<file path="config.mk">
export PLATFORM = sky130hd
export DESIGN_NAME = cmd_decode
export DESIGN_NICKNAME = d
export VERILOG_FILES = /design/src/logic/cfu_cmd_pkg.sv /design/src/logic/cfu_data_pkg.sv /design/src/logic/cmd_decode.sv
export VERILOG_INCLUDE_DIRS = /design/src /design/src/logic
export SDC_FILE = /design/constraint.sdc
export NUM_CORES = 1
export LEC_CHECK = 0
export BUFFER_PORTS_ARGS = -buffer_cell sky130_fd_sc_hd__buf_2
export CORE_AREA = 2 2 57 59
export CTS_CLUSTER_SIZE = 14
export DETAILED_ROUTE_END_ITERATION = 8
export DIE_AREA = 0 0 59 61
export PLACE_DENSITY = 0.86
export REMOVE_ABC_BUFFERS = 1
export SYNTH_ARGS = -nofsm -noshare
export SYNTH_HDL_FRONTEND = slang
export SYNTH_SLANG_ARGS = --single-unit
</file>
<file path="constraint.sdc">
create_clock -name clk -period 1.9 [get_ports clk]
set_input_delay 0.19 -clock clk [delete_from_list [all_inputs] [get_ports clk]]
set_output_delay 0.19 -clock clk [all_outputs]
set_load 0.05 [all_outputs]
</file>
<file path="src/logic/cfu_params.svh">
`ifndef CFU_PARAMS_SVH
`define CFU_PARAMS_SVH

// Command interface widths
`define CFU_XLEN           32
`define CFU_FUNCT_ID_BITS  10
`define CFU_FUNCT7_BITS    7

// Buffer depth is 2**CFU_ADDR_BITS, also the width of K
`define CFU_ADDR_BITS      10

// Datapath
`define CFU_OP_BITS        8
`define CFU_ACC_BITS       32
`define CFU_LANES          4

`endif

</file>
<file path="src/logic/cfu_cmd_pkg.sv">
`include "cfu_params.svh"

package cfu_cmd_pkg;

  // Opcodes carried in the funct7 field
  typedef enum logic [`CFU_FUNCT7_BITS-1:0] {
    WRITE_A = 7'd1,
    WRITE_B = 7'd2,
    COMPUTE = 7'd3,
    READ    = 7'd4
  } cfu_opcode_e;

  typedef struct packed {
    logic [`CFU_FUNCT_ID_BITS-1:0] function_id;
    logic [`CFU_XLEN-1:0]          inputs_0;
    logic [`CFU_XLEN-1:0]          inputs_1;
  } cfu_cmd_t;

  typedef enum logic [1:0] {
    IDLE,
    START,
    WAIT,
    RESPOND
  } decode_state_e;

endpackage

</file>
<file path="src/logic/cfu_data_pkg.sv">
`include "cfu_params.svh"

package cfu_data_pkg;

  typedef logic signed [`CFU_OP_BITS-1:0]            operand_t;
  // Four signed bytes, lane 0 in the top byte
  typedef logic [`CFU_LANES*`CFU_OP_BITS-1:0]        b_word_t;
  typedef logic signed [`CFU_ACC_BITS-1:0]           acc_t;
  typedef logic [`CFU_ADDR_BITS-1:0]                 buf_addr_t;
  typedef logic [$clog2(`CFU_LANES)-1:0]             lane_idx_t;

  typedef struct packed {
    acc_t lane0;
    acc_t lane1;
    acc_t lane2;
    acc_t lane3;
  } result_row_t;

  typedef enum logic [1:0] {
    IDLE,
    ISSUE,
    DRAIN
  } engine_state_e;

endpackage

</file>
<file path="src/logic/cmd_decode.sv">
`timescale 1ns/1ps
`include "cfu_params.svh"

module cmd_decode (
  input  logic                    clk,
  input  logic                    rst_n,
  input  logic                    cmd_valid,
  input  cfu_cmd_pkg::cfu_cmd_t   cmd,
  input  logic                    rsp_ready,
  output logic                    cmd_ready,
  output logic                    rsp_valid,
  output logic                    a_wr,
  output logic                    b_wr,
  output cfu_data_pkg::buf_addr_t wr_addr,
  output cfu_data_pkg::operand_t  a_wr_data,
  output cfu_data_pkg::b_word_t   b_wr_data,
  output logic                    start,
  output cfu_data_pkg::buf_addr_t k_len,
  input  logic                    done,
  output logic                    capture,
  output cfu_data_pkg::lane_idx_t lane
);

  import cfu_cmd_pkg::*;

  decode_state_e state;
  decode_state_e state_next;
  cfu_opcode_e   opcode;
  logic          accept;

  // funct7 sits above funct3 in the function id
  assign opcode = cfu_opcode_e'(cmd.function_id[`CFU_FUNCT_ID_BITS-1 -: `CFU_FUNCT7_BITS]);
  assign accept = (state == IDLE) && cmd_valid;

  always_comb begin
    state_next = state;
    case (state)
      IDLE: begin
        if (cmd_valid) begin
          state_next = (opcode == COMPUTE) ? START : RESPOND;
        end
      end
      START: state_next = WAIT;
      WAIT: begin
        if (done) begin
          state_next = RESPOND;
        end
      end
      RESPOND: begin
        // Hold the response until the host takes it
        if (rsp_ready) begin
          state_next = IDLE;
        end
      end
      default: state_next = IDLE;
    endcase
  end

  always_ff @(posedge clk or negedge rst_n) begin
    if (!rst_n) begin
      state <= IDLE;
    end else begin
      state <= state_next;
    end
  end

  // Buffer writes, address in inputs_0 and data in inputs_1
  assign a_wr      = accept && (opcode == WRITE_A);
  assign b_wr      = accept && (opcode == WRITE_B);
  assign wr_addr   = cmd.inputs_0[`CFU_ADDR_BITS-1:0];
  assign a_wr_data = cmd.inputs_1[`CFU_OP_BITS-1:0];
  assign b_wr_data = cmd.inputs_1;

  // Command is still held by the host during START
  assign start = (state == START);
  assign k_len = cmd.inputs_0[`CFU_ADDR_BITS-1:0];

  assign capture = accept && (opcode == READ);
  assign lane    = cmd.inputs_1[$clog2(`CFU_LANES)-1:0];

  assign rsp_valid = (state == RESPOND);
  assign cmd_ready = rsp_valid;

endmodule

</file>
==> impl_metrics.tcl <==
set metrics [dict create \
    hpwlAfterDp_um 2730 \
    swShare 0.519 \
    num_rows 20 \
    synthMuxAreaShare 0.0306 \
    io_pins 147 \
    synth-seq-cells 2 \
    synthArstFlopShare 1.00 \
    fin_crit_ns 1.83 \
    synth_warnings 0 \
    synth_largest_area_cell "buf_4" \
    syn_avg_cell_area_sq_um 8.00 \
    cts_tree "done" \
    largest_reg_flops 2 \
    finalPower_mw 0.537 \
    synth_top_area_frac 0.680 \
    relSlewSlack 0.643 \
    power_frac_seq 0.161 \
    cp-end-kind "output pin" \
    synth_fa_ha_area_frac 0.0899 \
    portBuffers 17 \
    worstMarginPinSlew_ns 0.536 \
    synth.distinct_cells 13 \
    synth_top_family_by_area "buffers and inverters" \
    worstHoldPathType "in2async" \
    pwr-share-clk 0.177 \
    grt_max_degree 5 \
    largest-register "state" \
    ant_nets 0 \
    power_density_nw_per_um2 1380 \
    synth-edff-count 0 \
    gr-usage-all-layers 0.170 \
    clock_sinks 2 \
    viasPerCell 4.94 \
    antennaDiodeCount 0 \
    reg2reg_from "state[1]" \
    place_inst 74 \
    setup_violations 0 \
    grt-ovfl-total 0 \
    maxSlewViolCount 0 \
    p_leak_nw 0.208 \
    dp_worst_setup_slack_ns 0.180 \
    synthFlopType "dfrtp_1" \
    first_pass_iters 4 \
    rrSetupSlack_ns 0.18 \
    max_freq_mhz 545 \
    area_delta_synth_final_pct -44.1 \
    p_comb_frac 0.662 \
    seq_area_frac_synth 0.0719 \
    min_period_over_period 0.966 \
    synth_compound_area_frac 0.0216 \
    cts.clk_slew.worst_paths_ns 0.03 \
    syn_area_sq_um 696 \
    start_kind "flip-flop" \
    synth_area_leaders "buf_4 68%, ha_1 9.0%, dfrtp_1 7.2%" \
    critPathLaunch "state[0]" \
    synth-xor-area-share 0 \
    synthTopCellsByCount "63 x buf_4, 5 x ha_1, 5 x inv_1" \
    cts_buffers 3 \
    layout.nets 131 \
    setup_slack_ns 0.0655 \
    cts_root_buf "clkbuf_4" \
    post-route-util 0.132 \
    h-tree-depth 1 \
    switching_power_mw 0.279 \
    drc 0 \
    vdd_ir_drop_max_mv 0.632 \
    syn-instance-count 87 \
    fin_skew_ns 0.000121 \
    yosys.area_share.simple 0.0791 \
    first_iter_violations 23 \
    whs_ns 0.292 \
    cap_violations 0 \
    worst_r2r_endpoint "state[1]" \
    clk-insertion-delay-late_ns 0.22 \
    internal_power_mw 0.259 \
    grt_pass1_wl_um 3710 \
    detail_route.wl_per_cell_um 40.6 \
    gp_congestion 0.640 \
    dieArea_sq_um 3600 \
    die_x_um 59 \
    via_count 385 \
    fin_cells 78 \
    required_ns 1.71 \
    drive_gt1_frac 0.467 \
    rsz0062_at_grt "true" \
    ff2ff_path_depth 4 \
    grt_antenna_before_repair 0 \
    start_util 0.236 \
    clock_path_buffers 2 \
    hold_viol_final 0 \
    grt_pass1_vias 396 \
    cp.arrival_ns 1.64 \
    path_class "reg2out" \
    core-area_sq_um 2950 \
    die_y_um 61 \
    top_regs "state x2" \
    crit_fanout 4 \
    yosysMostFrequentCell "buf_4" \
    outcome "complete, no violations" \
    routed_wirelength_um 3160 \
]
-- per-stage QoR --
stage | area, sq um | TNS (ns)
global placement | 349 | 0
global route | 389 | -0.00399
floorplan | 223 | -2.14
CTS | 384 | 0
finish | 389 | 0
detailed placement | 349 | 0
-- routing by layer --
metal	vias up	GRT usage	part of all wire	wire (um)
met4	0	0.0584	0	0
met1	160	0.0901	0.20	636
met3	0	0.258	0.29	926
met2	97	0.275	0.51	1600
li1	128	-	-	-
met5	-	0.0429	0	0
-- power by group through the flow --
stage | clock network, mW | logic [mW] | registers [mW]
after global routing | 0.102 | 0.388 | 0.0887
after global placement | 0 | 0.344 | 0.0863
final | 0.0953 | 0.356 | 0.0864
after floorplan | 0 | 0.284 | 0.0832
after CTS | 0.103 | 0.358 | 0.0872
after detailed placement | 0 | 0.355 | 0.0879
-- repair_timing --
| item | in CTS | in global routing |
|---|---|---|
| gates resized for setup | 1 | 4 |
| hold endpoints to repair | 2 | 0 |
| setup endpoints to repair | 1 | 2 |
| hold buffers | 1 | 0 |
| setup buffers | 0 | 0 |
-- kinds of logic (layout without fill, tap and decap cells) --
family | Yosys count | after routing
AO/OA/AOI/OAI | 2 | 2
adder cells (fa/ha/maj) | 5 | 5
buffers and inverters | 68 | 26
flip-flops | 2 | 2
multiplexers | 2 | 2
AND/OR/NAND/NOR | 8 | 8
-- layout by cell type (no fill, tap or decap) --
cell / n
nor4_1: 1
mux2i_1: 1
buf_4: 3
nor2_1: 2
buf_2: 14
inv_1: 5
nor4b_1: 3
nand3_1: 1
dfrtp_1: 2
a21oi_1: 1
mux2_2: 1
dlygate4sd3_1: 1
a222oi_1: 1
ha_1: 5
and4b_1: 1
clkbuf_4: 3
-- critical path, cell delays in order (launching register included) --
cell     delay, ns
dfrtp_1       0.38
inv_1         0.13
ha_1          0.19
nand3_1       0.13
nor4b_1       0.33
buf_4         0.25
-- layout make-up --
type | instances | area, sq um
Timing Repair Buffer | 18 | 103
Multi-Input combinational cell | 17 | 154
Fill cell | 349 | 2560
Tap cell | 33 | 41.3
Clock buffer | 3 | 22.5
Sequential cell | 2 | 50.0
Inverter | 5 | 18.8
-- how the worst max path moves through the flow --
stage,cells after the start,slack [ns],to
final,5,0.07,b_wr
after detailed placement,5,0.18,b_wr
after global placement,5,0.20,b_wr
after global routing,5,-0.004,a_wr
after CTS,5,0.03,capture
after floorplan,4,-0.71,b_wr
No activity file was read; power rests on OpenSTA's default activity.
