**config.mk**
```make
export PLATFORM = sky130hd
export DESIGN_NAME = matmul_engine
export DESIGN_NICKNAME = d
export VERILOG_FILES = /design/src/logic/cfu_data_pkg.sv /design/src/logic/mac_pe.sv /design/src/logic/systolic_row.sv /design/src/logic/matmul_engine.sv
export VERILOG_INCLUDE_DIRS = /design/src /design/src/logic
export SDC_FILE = /design/constraint.sdc
export NUM_CORES = 2
export LEC_CHECK = 0
export ABC_AREA = 1
export BUFFER_PORTS_ARGS = -buffer_cell sky130_fd_sc_hd__buf_2
export CORE_AREA = 2 2 243 245
export CTS_CLUSTER_SIZE = 12
export DETAILED_ROUTE_END_ITERATION = 12
export DIE_AREA = 0 0 245 247
export PLACE_DENSITY = 0.64
export SYNTH_ARGS = -nofsm -noshare
export SYNTH_HDL_FRONTEND = slang
export SYNTH_SLANG_ARGS = --single-unit
export TNS_END_PERCENT = 100
```
**constraint.sdc**
```tcl
create_clock -name clk -period 14.6 [get_ports clk]
set_input_delay 1.46 -clock clk [delete_from_list [all_inputs] [get_ports clk]]
set_output_delay 1.46 -clock clk [all_outputs]
set_load 0.01 [all_outputs]
```
**src/logic/cfu_params.svh**
```systemverilog
`ifndef CFU_PARAMS_SVH
`define CFU_PARAMS_SVH

// Command interface widths
`define CFU_XLEN           32
`define CFU_FUNCT_ID_BITS  10
`define CFU_FUNCT7_BITS    7

// Buffer depth is 2**CFU_ADDR_BITS, also the width of K
`define CFU_ADDR_BITS      10

// Datapath
`define CFU_OP_BITS        8
`define CFU_ACC_BITS       32
`define CFU_LANES          4

`endif

```
**src/logic/cfu_data_pkg.sv**
```systemverilog
`include "cfu_params.svh"

package cfu_data_pkg;

  typedef logic signed [`CFU_OP_BITS-1:0]            operand_t;
  // Four signed bytes, lane 0 in the top byte
  typedef logic [`CFU_LANES*`CFU_OP_BITS-1:0]        b_word_t;
  typedef logic signed [`CFU_ACC_BITS-1:0]           acc_t;
  typedef logic [`CFU_ADDR_BITS-1:0]                 buf_addr_t;
  typedef logic [$clog2(`CFU_LANES)-1:0]             lane_idx_t;

  typedef struct packed {
    acc_t lane0;
    acc_t lane1;
    acc_t lane2;
    acc_t lane3;
  } result_row_t;

  typedef enum logic [1:0] {
    IDLE,
    ISSUE,
    DRAIN
  } engine_state_e;

endpackage

```
**src/logic/mac_pe.sv**
```systemverilog
`timescale 1ns/1ps

module mac_pe (
  input  logic                   clk,
  input  logic                   rst_n,
  input  logic                   clear,
  input  cfu_data_pkg::operand_t west,
  input  cfu_data_pkg::operand_t north,
  output cfu_data_pkg::operand_t east,
  output cfu_data_pkg::acc_t     acc
);

  import cfu_data_pkg::*;

  acc_t prod;

  // Signed 8x8 product, sign-extended to accumulator width
  assign prod = west * north;

  always_ff @(posedge clk or negedge rst_n) begin
    if (!rst_n) begin
      east <= '0;
      acc  <= '0;
    end else begin
      east <= west;
      if (clear) begin
        acc <= '0;
      end else begin
        acc <= acc + prod;  // wraps at 32 bits
      end
    end
  end

endmodule

```
**src/logic/systolic_row.sv**
```systemverilog
`timescale 1ns/1ps
`include "cfu_params.svh"

module systolic_row (
  input  logic                      clk,
  input  logic                      rst_n,
  input  logic                      clear,
  input  cfu_data_pkg::operand_t    a_in,
  input  cfu_data_pkg::b_word_t     b_in,
  output cfu_data_pkg::result_row_t row
);

  import cfu_data_pkg::*;

  // A moves west to east, one register per cell
  operand_t a_chain  [`CFU_LANES+1];
  operand_t north    [`CFU_LANES];
  acc_t     lane_acc [`CFU_LANES];

  assign a_chain[0] = a_in;

  for (genvar j = 0; j < `CFU_LANES; j++) begin : g_lane
    operand_t b_byte;

    assign b_byte = b_in[(`CFU_LANES-1-j)*`CFU_OP_BITS +: `CFU_OP_BITS];

    if (j == 0) begin : g_no_skew
      assign north[j] = b_byte;
    end else begin : g_skew
      // Lane j waits j cycles to meet its copy of A
      operand_t skew_q [j];

      always_ff @(posedge clk or negedge rst_n) begin
        if (!rst_n) begin
          for (int i = 0; i < j; i++) begin
            skew_q[i] <= '0;
          end
        end else begin
          skew_q[0] <= b_byte;
          for (int i = 1; i < j; i++) begin
            skew_q[i] <= skew_q[i-1];
          end
        end
      end

      assign north[j] = skew_q[j-1];
    end

    mac_pe u_pe (
      .clk   (clk),
      .rst_n (rst_n),
      .clear (clear),
      .west  (a_chain[j]),
      .north (north[j]),
      .east  (a_chain[j+1]),
      .acc   (lane_acc[j])
    );
  end

  assign row = {lane_acc[0], lane_acc[1], lane_acc[2], lane_acc[3]};

endmodule

```
**src/logic/matmul_engine.sv**
```systemverilog
`timescale 1ns/1ps

module matmul_engine (
  input  logic                      clk,
  input  logic                      rst_n,
  input  logic                      start,
  input  cfu_data_pkg::buf_addr_t   k_len,
  input  cfu_data_pkg::operand_t    a_rd,
  input  cfu_data_pkg::b_word_t     b_rd,
  output logic                      busy,
  output cfu_data_pkg::buf_addr_t   rd_addr,
  output logic                      done,
  output cfu_data_pkg::result_row_t row
);

  import cfu_data_pkg::*;

  // Buffer latency 1, B skew 3, A pass-through 3
  localparam int DRAIN_CYCLES = 7;

  engine_state_e state;
  buf_addr_t     addr_cnt;
  buf_addr_t     k_q;
  logic [2:0]    drain_cnt;
  logic          rd_valid;
  logic          clear;
  operand_t      a_feed;
  b_word_t       b_feed;

  always_ff @(posedge clk or negedge rst_n) begin
    if (!rst_n) begin
      state     <= IDLE;
      addr_cnt  <= '0;
      k_q       <= '0;
      drain_cnt <= '0;
      rd_valid  <= 1'b0;
    end else begin
      // Read data lags the address by one cycle
      rd_valid <= (state == ISSUE);
      case (state)
        IDLE: begin
          if (start) begin
            k_q       <= k_len;
            addr_cnt  <= '0;
            drain_cnt <= '0;
            state     <= (k_len == '0) ? DRAIN : ISSUE;
          end
        end
        ISSUE: begin
          if (addr_cnt == k_q - 1'b1) begin
            state <= DRAIN;
          end else begin
            addr_cnt <= addr_cnt + 1'b1;
          end
        end
        DRAIN: begin
          if (drain_cnt == 3'(DRAIN_CYCLES - 1)) begin
            state <= IDLE;
          end else begin
            drain_cnt <= drain_cnt + 1'b1;
          end
        end
        default: state <= IDLE;
      endcase
    end
  end

  assign busy    = (state != IDLE);
  assign rd_addr = addr_cnt;
  assign done    = (state == DRAIN) && (drain_cnt == 3'(DRAIN_CYCLES - 1));

  // Fresh sums for every run
  assign clear = start;

  // Zeros outside the K window keep the sums untouched
  assign a_feed = rd_valid ? a_rd : '0;
  assign b_feed = rd_valid ? b_rd : '0;

  systolic_row u_row (
    .clk   (clk),
    .rst_n (rst_n),
    .clear (clear),
    .a_in  (a_feed),
    .b_in  (b_feed),
    .row   (row)
  );

endmodule

```
==> reports/metrics.yaml <==
drc: 0
initial_core_util: 0.441
finalWirelength_um: 68800
final_nets: 4256
port_buffers: 192
hpwlAfterDp_um: 56200
reg2regPathDepth: 25
grt_max_degree: 75
post_cts_hold_buffer_count: 0
slew_headroom: 0.328
ys_seq_area_frac: 0.220
numCtsBuffers: 31
slew_violations: 0
pre_cts_slack_ns: 7.05
max-clock-path-buffers: 3
cts_tree: "built"
gp_congestion: 0.933
grt_pass1_wl_um: 114000
hold_viol_final: 0
rows: 89
root_buffer: "clkbuf_16"
crit_required_ns: 15.12
netlist_area_um2: 25700
drtIter0Drc: 1160
yosysWarnings: 0
whs_ns: 0.325
ant_nets: 0
criticalPathCategory: "flop to flop"
post-route-period-util: 0.488
fin_skew_ns: 0.0428
ios: 193
grt_setup_unrepaired: "no"
mostFrequentLayoutCells: "nand2_1 (872), inv_1 (737), nor2_1 (382), ha_1 (246), a21oi_1 (239)"
drt-pass1-iter-count: 5
insertion_delay_ns: 0.63
ys_ff_latch: 226
cp_max_fo: 34
grt.total_usage: 0.234
setup_ws_ns: 7.48
synth_area_leader_cell: "dfrtp_1"
overflow: 0
wl_per_cell_um: 15.2
fin_tns_setup_ns: 0
die_h_um: 247
htreeDepth: 1
clock_sinks: 226
synth_ff_type: "dfrtp_1"
grt_pass1_vias: 22600
fin_util: 0.490
worst_slew_pin_slew_ns: 1.01
finalSetupViolCount: 0
dieArea_um2: 60500
start_kind: "flop"
vias: 22300
worst_setup_path_end_kind: "flop"
holdPathStages: 0
synthTopCellsByArea: "dfrtp_1 (22%), fa_1 (17%), nand2_1 (13%)"
syn2layout_area_growth_pct: 11.1
vias_per_cell: 4.93
maxCapViolCount: 0
layout-drive-gt1-share: 0.0730
min_path_type: "flop to flop"
avgSynthCellArea_um2: 7.20
cp_data_arrival_time_ns: 7.64
final_common_cell: "nand2_1"
die_w_um: 245
period_minus_slack_ns: 7.12
path_clk_slew_ns: 0.07
synth_edf_count: 0
synth_top_area_share: 0.220
post_cts_buffers: 0
max_freq_mhz: 140
status: "finished, final reports clean"
syn_inst: 3572
synth_nets: 4095
antenna_found_initial: 5
cts.repair.resized: 0
async_flop_share: 1.00
synth.distinct_cells: 41
coreArea_um2: 58200
[sequential cells by signal (all words and copies together), names as in the netlist]
name,cells
rd_valid,1
u_row.g_lane.g_skew.skew_q,48
u_row.g_lane.u_pe.acc,128
k_q,10
u_row.g_lane.u_pe.east,24
rd_addr,10
drain_cnt,3
state,2
[path summary, 6_finish.rpt]
| path | slack (ns) | endpoint | start |
|---|---|---|---|
| worst max-delay path | 7.48 | u_row.g_lane[0].u_pe.acc[30] | rd_valid |
| worst min-delay path | 0.33 | u_row.g_lane[2].g_skew.skew_q[4] | u_row.g_lane[2].g_skew.skew_q[12] |
| worst max register to register | 7.48 | u_row.g_lane[0].u_pe.acc[30] | rd_valid |
| max in group asynchronous | 12.02 | u_row.g_lane[2].g_skew.skew_q[8] | rst_n |
| worst min register to register | 0.33 | u_row.g_lane[2].g_skew.skew_q[4] | u_row.g_lane[2].g_skew.skew_q[12] |
| min in group asynchronous | 0.73 | k_q[0] | rst_n |
[kinds of logic (layout without fill, tap and decap cells)]
kind of cell             count (synthesis)  after routing  share of synthesized area
other                                    0              5                          0
AND/OR/NAND/NOR                       1497           1497                      0.235
buffers and inverters                  811            994                      0.119
XOR/XNOR                                94             94                     0.0320
AO/OA/AOI/OAI                          474            474                     0.0997
flip-flops                             226            226                      0.220
adder cells (fa/ha/maj)                470            470                      0.294
[critical path: stages, from the launching register on]
cell and delay (ns):
dfrtp_2 0.89, nand2_1 0.36, nor2_1 0.26, inv_1 0.12
fa_1 0.72, inv_1 0.14, fa_1 0.52, inv_1 0.05
fa_1 0.49, inv_1 0.05, fa_1 0.45, ha_1 0.33
a21o_1 0.18, nor2_1 0.14, nand3_1 0.09, nand3_1 0.11
nand2_1 0.46, ha_1 0.58, nand2_1 0.13, o21ai_0 0.31
a21oi_1 0.16, nor3_1 0.15, nor2_1 0.08, nand3_1 0.06
nand2_1 0.05, nor2_1 0.11
[stage by stage]
step	std cells	area, µm²
2_1_floorplan	3572	25700
3_3_place_gp	4473	27400
3_5_place_dp	4473	27400
4_1_cts	4528	28500
5_1_grt	4532	28600
6_report	4533	28600
[synthesized netlist by cell type, types with 20 or more instances]
library cell / number
nand2_1: 872
inv_1: 737
nor2_1: 382
ha_1: 246
a21oi_1: 239
dfrtp_1: 226
fa_1: 224
o21ai_0: 155
nand3_1: 152
clkbuf_1: 60
xnor2_1: 58
xor2_1: 36
nor3_1: 28
nand4_1: 20
[layer usage]
| metal | track usage | vias up | part of all wire |
|---|---|---|---|
| met1 | 0.309 | 10400 | 0.46 |
| li1 | - | 11400 | - |
| met5 | 0 | - | 0 |
| met2 | 0.400 | 477 | 0.46 |
| met4 | 0.0640 | 0 | 0.026 |
| met3 | 0.0355 | 100 | 0.054 |
[final cells by class]
type,instances,area [µm²]
fill,5862,29700
clock inverter,16,282
sequential,226,5660
timing repair buffer,197,1010
clock buffer,39,856
tap,773,967
antenna,5,12.5
multi-input combinational,2535,17000
inverter,742,2790
Power is not shown: default switching activity piles up to over one toggle a cycle in this logic, so the estimate is an artifact.
