File: src/logic/cfu_params.svh
`ifndef CFU_PARAMS_SVH
`define CFU_PARAMS_SVH

// Command interface widths
`define CFU_XLEN           32
`define CFU_FUNCT_ID_BITS  10
`define CFU_FUNCT7_BITS    7

// Buffer depth is 2**CFU_ADDR_BITS, also the width of K
`define CFU_ADDR_BITS      10

// Datapath
`define CFU_OP_BITS        8
`define CFU_ACC_BITS       32
`define CFU_LANES          4

`endif

File: src/logic/cfu_data_pkg.sv
`include "cfu_params.svh"

package cfu_data_pkg;

  typedef logic signed [`CFU_OP_BITS-1:0]            operand_t;
  // Four signed bytes, lane 0 in the top byte
  typedef logic [`CFU_LANES*`CFU_OP_BITS-1:0]        b_word_t;
  typedef logic signed [`CFU_ACC_BITS-1:0]           acc_t;
  typedef logic [`CFU_ADDR_BITS-1:0]                 buf_addr_t;
  typedef logic [$clog2(`CFU_LANES)-1:0]             lane_idx_t;

  typedef struct packed {
    acc_t lane0;
    acc_t lane1;
    acc_t lane2;
    acc_t lane3;
  } result_row_t;

  typedef enum logic [1:0] {
    IDLE,
    ISSUE,
    DRAIN
  } engine_state_e;

endpackage

File: src/logic/result_store.sv
`timescale 1ns/1ps
`include "cfu_params.svh"

module result_store (
  input  logic                      clk,
  input  logic                      rst_n,
  input  logic                      done,
  input  cfu_data_pkg::result_row_t row,
  input  logic                      capture,
  input  cfu_data_pkg::lane_idx_t   lane,
  output logic [`CFU_XLEN-1:0]      rsp_data
);

  import cfu_data_pkg::*;

  result_row_t row_q;
  acc_t        lane_sel;

  always_comb begin
    case (lane)
      2'd0:    lane_sel = row_q.lane0;
      2'd1:    lane_sel = row_q.lane1;
      2'd2:    lane_sel = row_q.lane2;
      default: lane_sel = row_q.lane3;
    endcase
  end

  always_ff @(posedge clk or negedge rst_n) begin
    if (!rst_n) begin
      row_q    <= '0;
      rsp_data <= '0;
    end else begin
      // Last row stays until the next compute finishes
      if (done) begin
        row_q <= row;
      end
      if (capture) begin
        rsp_data <= lane_sel;
      end
    end
  end

endmodule

File: config.mk
export PLATFORM = sky130hd
export DESIGN_NAME = result_store
export DESIGN_NICKNAME = d
export VERILOG_FILES = /design/src/logic/cfu_data_pkg.sv /design/src/logic/result_store.sv
export VERILOG_INCLUDE_DIRS = /design/src /design/src/logic
export SDC_FILE = /design/constraint.sdc
export NUM_CORES = 1
export LEC_CHECK = 0
export BUFFER_PORTS_ARGS = -buffer_cell sky130_fd_sc_hd__buf_2
export CELL_PAD_IN_SITES_DETAIL_PLACEMENT = 1
export CELL_PAD_IN_SITES_GLOBAL_PLACEMENT = 1
export CORE_MARGIN = 2
export CORE_UTILIZATION = 39
export DETAILED_ROUTE_END_ITERATION = 7
export PLACE_DENSITY = 0.81
export SLEW_MARGIN = 20
export SYNTH_ARGS = -nofsm -noshare
export SYNTH_HDL_FRONTEND = slang
export SYNTH_SLANG_ARGS = --single-unit
File: constraint.sdc
create_clock -name clk -period 0.8 [get_ports clk]
set_input_delay 0.2 -clock clk [delete_from_list [all_inputs] [get_ports clk]]
set_output_delay 0.2 -clock clk [all_outputs]
set_load 0.02 [all_outputs]
==> impl_metrics.csv, run 1 <==
group,metric,value,unit
status,status,"finished with violations",
status,violations,"negative setup slack",
yosys,yosysTopAreaCell,"dfrtp_1",
layout,drive_above_1_share,59.6,%
die,design.die.area,0.0187,sq mm
layout,seq_area,0.00400,sq mm
sta,slew_violations,0,
yosys,synthCells,448,
placed_design,dp_slack,-0.344,ns
setup_path,path_cells,"buf_6",
placed_design,finalWeightedCongestion,0.791,
layout,multi_input_area,0.00291,sq mm
power_and_ir_drop,p_per_area,2300,mW/mm^2
routing,vias_per_cell,5.09,
flow_run,drv_cap,0,
die,io_pins,166,
global_routing,grt-ovfl-total,0,
yosys,synth-compound-area-share,4.08,%
power_and_ir_drop,p_leak,4.54,nW
sta,setup_ws,-0.392,ns
setup_path,r2r_setup_slack,-0.13,ns
sta,rsz0062_at_grt,"true",
setup_path,path_buf_inv,1,
yosys,syn_avg_cell_area,15.3,sq um
clocking,tritoncts,"done",
setup_path,path_depth,1,
setup_path,slowest_stage,"dfrtp_1",
setup_path,r2r-end,"rsp_data[22]",
clocking,h-tree-depth,4,
sta,maxSlewHeadroom,84.3,%
routing,routed_wirelength,19300,um
clocking,cts_buffer_depth,2,
setup_path,cp-startpoint,"rsp_data[22]",
yosys,ys_ff_latch,160,
die,placementRows,48,
die,start_util,39.9,%
die,die_height,137,um
yosys,synthSimpleGateAreaFrac,3.06,%
setup_path,cp-end-kind,"output port",
placed_design,port_buffers,165,
setup_path,critPathMaxFanout,2,
routing,routed-via-count,4629,
yosys,synthDominantCellAreaShare,58.3,%
yosys,ys_warn_count,0,
setup_path,worstSetupPathType,"register to output port",
global_routing,grt_pass1_vias,5396,
setup_path,timing.rr.start,"rsp_data[22]",
yosys,syn-num-nets,582,
setup_path,slowest_delay,0.42,ns
clocking,cts_made_buffers,17,
sta,finalSetupTns,-12.99,ns
routing,dr.pass1.iters,4,
global_routing,grt_pass1_wl,29500,um
setup_path,worst_setup_path_start_kind,"register",
sta,fmax,839,MHz
routing,postRouteAntennaNets,0,
yosys,synthesis.area,0.00687,sq mm
setup_path,crit_family,"flip-flops",
global_routing,antenna_found_initial,1,
sta,tightest_slew,0.229,ns
setup_path,required,0.60,ns
yosys,synth_cell_types,12,
sta,fin_skew,0.00867,ns
clocking,cts_sinks,160,
layout,fillerInstances,1660,
power_and_ir_drop,ir_drop,1.50,mV
die,core-area,0.0172,sq mm
hold_path,hold_class,"primary input to register",
global_routing,grtUsageTotal,21.1,%
clocking,clkLatencyLatePin,0.42,ns
yosys,seq_area_frac_synth,58.3,%
sta,period_needed,1.19,ns
yosys,synth_top_family_by_area,"multiplexers",
yosys,synthTopCellsByArea,"dfrtp_1, mux2_2, mux2i_1",
yosys,muxShareOfSynthArea,30.3,%
setup_path,r2r.worst_path.cells,4,
routing,drt_iter0_drc,148,
layout,fin_area,0.00960,sq mm
yosys,synth_fa_ha_area_share,0,%
clocking,clkTransAtPathRegs,0.07,ns
routing,post-route-drc-count,0,
die,die_w,137,um
sta,setup_violations,66,
setup_path,cp.arrival,0.99,ns
sta,holdWs,0.00502,ns
hold_path,whs_path_depth,2,
global_routing,grt_max_degree,39,
sta,period_share,149,%
layout,syn_to_final_growth,39.8,%
yosys,synth_xor_area_share,0,%
clocking,cts-root-buf,"clkbuf_16",
layout,nets,805,
sta,final_hold_viol_count,0,
routing,wl_per_cell,21.3,um
setup_path,crit_end,"rsp_data[22]",
placed_design,dp_hpwl,12900,um
placed_design,postPlaceCellArea,0.00815,sq mm
## stage by stage
step / instances / power, mW / util [%]
2_1_floorplan: 448 / 11.5 / -
3_3_place_gp: 837 / 12.6 / 47.3
3_5_place_dp: 837 / 12.8 / 47.3
4_1_cts: 902 / 21.8 / 54.1
5_1_grt: 910 / 23.0 / 55.7
6_report: 910 / 22.0 / 55.7
## per-layer routing
metal  global-route usage, %  vias to the layer above  share of wire (%)
met4                    6.19                        0                1.7
met1                    23.0                     2407                 38
met3                    4.96                       23                3.9
met5                       0                        -                  0
li1                        -                     2082                  -
met2                    40.4                      117                 56
## timing repair
action	4_1_cts	5_1_grt
hold buffers	19	1
pin swaps	0	1
hold endpoints to repair	178	1
endpoints found under the setup margin	57	84
setup buffers	14	15
gates resized for setup	78	43
## placed cells by master (no fill, tap or decap)
master and n:
buf_12 11, buf_2 127, buf_4 32, buf_6 44, bufinv_16 3, clkbuf_1 3
clkbuf_16 17, clkbuf_8 2, clkinv_2 4, clkinv_4 2, clkinvlp_4 1, dfrtp_1 160
diode_2 1, dlygate4sd3_1 16, dlymetal6s4s_1 4, mux2_2 98, mux2_4 30, mux2i_1 56
mux2i_2 8, nand2_1 1, nand2b_1 21, nand2b_4 12, o221ai_1 15, o221ai_2 17
## how the worst min path moves through the flow
stage	startpoint	end
finish	row[121]	row_q[121]
global route	row[121]	row_q[121]
CTS	row[125]	row_q[125]
detailed placement	rst_n	row_q[58]
global placement	rst_n	row_q[56]
floorplan	rst_n	row_q[0]
## final cells by class
class                           count  share of cell area, %
Antenna cell                        1                 0.0261
Clock buffer                       22                   4.84
Tap cell                          225                   2.93
Multi-Input combinational cell    258                   30.3
Timing Repair Buffer              234                   18.8
Clock inverter                     10                   1.41
Sequential cell                   160                   41.7
## synth_stat cells
cell type and n:
buf_2 3, o221ai_1 32, dfrtp_1 160, clkbuf_1 3, buf_4 1, mux2_2 128
buf_1 3, mux2i_1 64, nand2_1 1, nand2b_1 33, buf_8 6, buf_6 14
## registers in the layout, indices dropped and copies added, names as in the netlist
| register | count |
|---|---|
| row_q | 128 |
| rsp_data | 32 |
## power breakdown
part	internal (mW)	switching (mW)
sequential	9.00	0.655
clock	5.06	3.20
combinational	2.35	1.78
total	16.4	5.64
## cell families (layout without fill, tap and decap cells)
family	count (synthesis)	count (layout)
flops	160	160
simple gates	34	34
other cells	0	1
mux	192	192
compound gates	32	32
buf+inv	30	266
No activity file was read; power rests on OpenSTA's default activity.
==> run 2, diff against run 1 <==
Settings changed: CORE_UTILIZATION 39 to 45, CTS_BUF_LIST from default to sky130_fd_sc_hd__clkbuf_4 sky130_fd_sc_hd__clkbuf_8, PLACE_DENSITY 0.81 to 0.88.
Clock period 0.8 ns to 1.2 ns, I/O delays scaled along.
==> run 2 against run 1 <==
  * The run still ends with negative setup slack left
  * Cell count decreased by 6.4%
  * Via count fell by 2.9%
  * Critical path depth unchanged
  * Highest routed layer unchanged
  * First-iteration DRC count decreased by 18%
==> impl_metrics.csv, run 2 (synthesis results as in run 1) <==
group,metric,value,unit
setup_path,required,0.90,ns
sta,period_share,109,%
global_routing,grtUsageTotal,22.3,%
setup_path,path_cells,"buf_6",
clocking,cts_made_buffers,17,
sta,tightest_slew,0.292,ns
routing,postRouteAntennaNets,0,
sta,finalSetupTns,-2.47,ns
clocking,cts_sinks,160,
die,die_height,128,um
global_routing,grt_max_degree,38,
setup_path,cp-startpoint,"rsp_data[26]",
routing,drt_iter0_drc,121,
setup_path,r2r_setup_slack,0.23,ns
clocking,cts-root-buf,"clkbuf_8",
placed_design,finalWeightedCongestion,0.788,
sta,fin_skew,0.0157,ns
sta,rsz0062_at_grt,"true",
layout,largest_reg_flops,128,
routing,post-route-drc-count,0,
setup_path,cp-end-kind,"output port",
global_routing,grt_pass1_vias,5255,
setup_path,worstSetupPathType,"register to output port",
die,core-area,0.0150,sq mm
routing,vias_per_cell,5.28,
power_and_ir_drop,p_per_area,1440,mW/mm^2
global_routing,grt_pass1_wl,27800,um
routing,routed_wirelength,17300,um
status,violations,"negative setup slack",
layout,syn_to_final_growth,27.6,%
power_and_ir_drop,pwr-share-comb,18.8,%
die,design.die.area,0.0163,sq mm
power_and_ir_drop,switching_share,26.4,%
setup_path,r2r.worst_path.cells,4,
setup_path,slowest_stage,"dfrtp_1",
routing,dr.pass1.iters,4,
routing,wl_per_cell,20.4,um
layout,top_register,"row_q",
layout,final_common_cell,"dfrtp_1",
global_routing,antenna_found_initial,3,
global_routing,grt-ovfl-total,0,
sta,setup_violations,32,
sta,final_hold_viol_count,0,
setup_path,timing.rr.start,"rsp_data[10]",
placed_design,port_buffers,165,
layout,most-common-layout-cells,"dfrtp_1, buf_2, mux2_2",
status,status,"finished with violations",
sta,fmax,766,MHz
placed_design,dp_hpwl,12100,um
sta,slew_violations,0,
setup_path,r2r-end,"rsp_data[10]",
clocking,tritoncts,"done",
sta,maxSlewHeadroom,80.5,%
power_and_ir_drop,internal-power,9.28,mW
die,die_w,128,um
power_and_ir_drop,fin_total_pwr,12.6,mW
setup_path,critPathMaxFanout,2,
power_and_ir_drop,p_clk_share,30.6,%
sta,period_needed,1.31,ns
power_and_ir_drop,p_leak,4.11,nW
setup_path,cp.arrival,1.01,ns
layout,top_regs,"row_q: 128 flops, rsp_data: 32 flops",
power_and_ir_drop,ir_drop,0.640,mV
clocking,cts_buffer_depth,2,
die,start_util,45.7,%
setup_path,crit_end,"rsp_data[26]",
clocking,clkLatencyLatePin,0.44,ns
layout,drive_above_1_share,56.0,%
die,placementRows,45,
clocking,h-tree-depth,4,
sta,setup_ws,-0.105,ns
setup_path,crit_family,"flip-flops",
power_and_ir_drop,switchingPower,3.33,mW
setup_path,path_depth,1,
hold_path,hold_start,"row[89]",
clocking,clkTransAtPathRegs,0.09,ns
hold_path,hold_class,"primary input to register",
routing,routed-via-count,4497,
layout,nets,784,
flow_run,drv_cap,0,
die,io_pins,166,
setup_path,worst_setup_path_start_kind,"register",
power_and_ir_drop,seqPwrFrac,50.6,%
setup_path,slowest_delay,0.41,ns
setup_path,path_buf_inv,1,
## run 2: cell types whose count changed in the layout (fill, tap and decap cells not counted), moves of 12 or more
| cell | change |
|---|---|
| mux2_2 | +30 |
| o221ai_2 | -17 |
| nand2b_4 | -12 |
| dlygate4sd3_1 | -15 |
| clkbuf_16 | -17 |
| o221ai_1 | +17 |
| nand2b_1 | +12 |
| clkbuf_8 | +17 |
| mux2_4 | -30 |
## run 2: power by group through the flow
stage | clock, mW | combinational (mW) | sequential [mW]
floorplan | 0 | 1.02 | 6.54
global placement | 0 | 1.91 | 6.39
detailed placement | 0 | 2.01 | 6.45
CTS | 3.96 | 2.33 | 6.37
global route | 4.20 | 2.55 | 6.45
finish | 3.86 | 2.37 | 6.38
## run 2: stage by stage
stage                     hold WS, ns  std cells  instance area (sq um)  utilization, %  setup WS [ns]
after floorplan               0.00441        448                   6870               -          0.158
after global placement          0.189        796                   8000            53.2       -0.00763
after detailed placement        0.192        796                   8000            53.2        -0.0508
after CTS                      0.0508        841                   8690            57.8         -0.128
after global routing           0.0586        852                   8760            58.3         -0.147
final                          0.0834        852                   8760            58.3         -0.105
## run 2: area by class of cell
type | instances | area [sq um]
diodes | 3 | 7.51
multi-input cells | 258 | 2570
clock buffers | 20 | 269
clock inverters | 10 | 114
fillers | 1495 | 6270
repair buffers | 213 | 1560
flip-flops and latches | 160 | 4000
well taps | 188 | 235
## run 2: worst min-delay path by stage
stage	end	slack [ns]	cells past startpoint
after floorplan	row_q[0]	0.004	0
after global placement	row_q[58]	0.19	1
after detailed placement	row_q[56]	0.19	1
after CTS	row_q[89]	0.05	2
after global routing	row_q[89]	0.06	2
final	row_q[89]	0.08	2
## run 2: per-layer routing
| metal | GRT usage (%) | part of all wire [%] | vias to the layer above |
|---|---|---|---|
| met5 | 0 | 0 | - |
| met4 | 9.11 | 2.7 | 0 |
| met3 | 4.73 | 4.2 | 31 |
| met2 | 40.6 | 54 | 131 |
| met1 | 25.3 | 39 | 2299 |
| li1 | - | - | 2036 |
## run 2: what timing repair did
| action | in CTS | in global routing |
|---|---|---|
| gates resized for setup | 62 | 2 |
| hold buffers | 1 | 0 |
| hold endpoints to repair | 41 | 0 |
| cloned | 0 | 0 |
| buffers inserted | 14 | 8 |
| setup endpoints to repair | 32 | 32 |
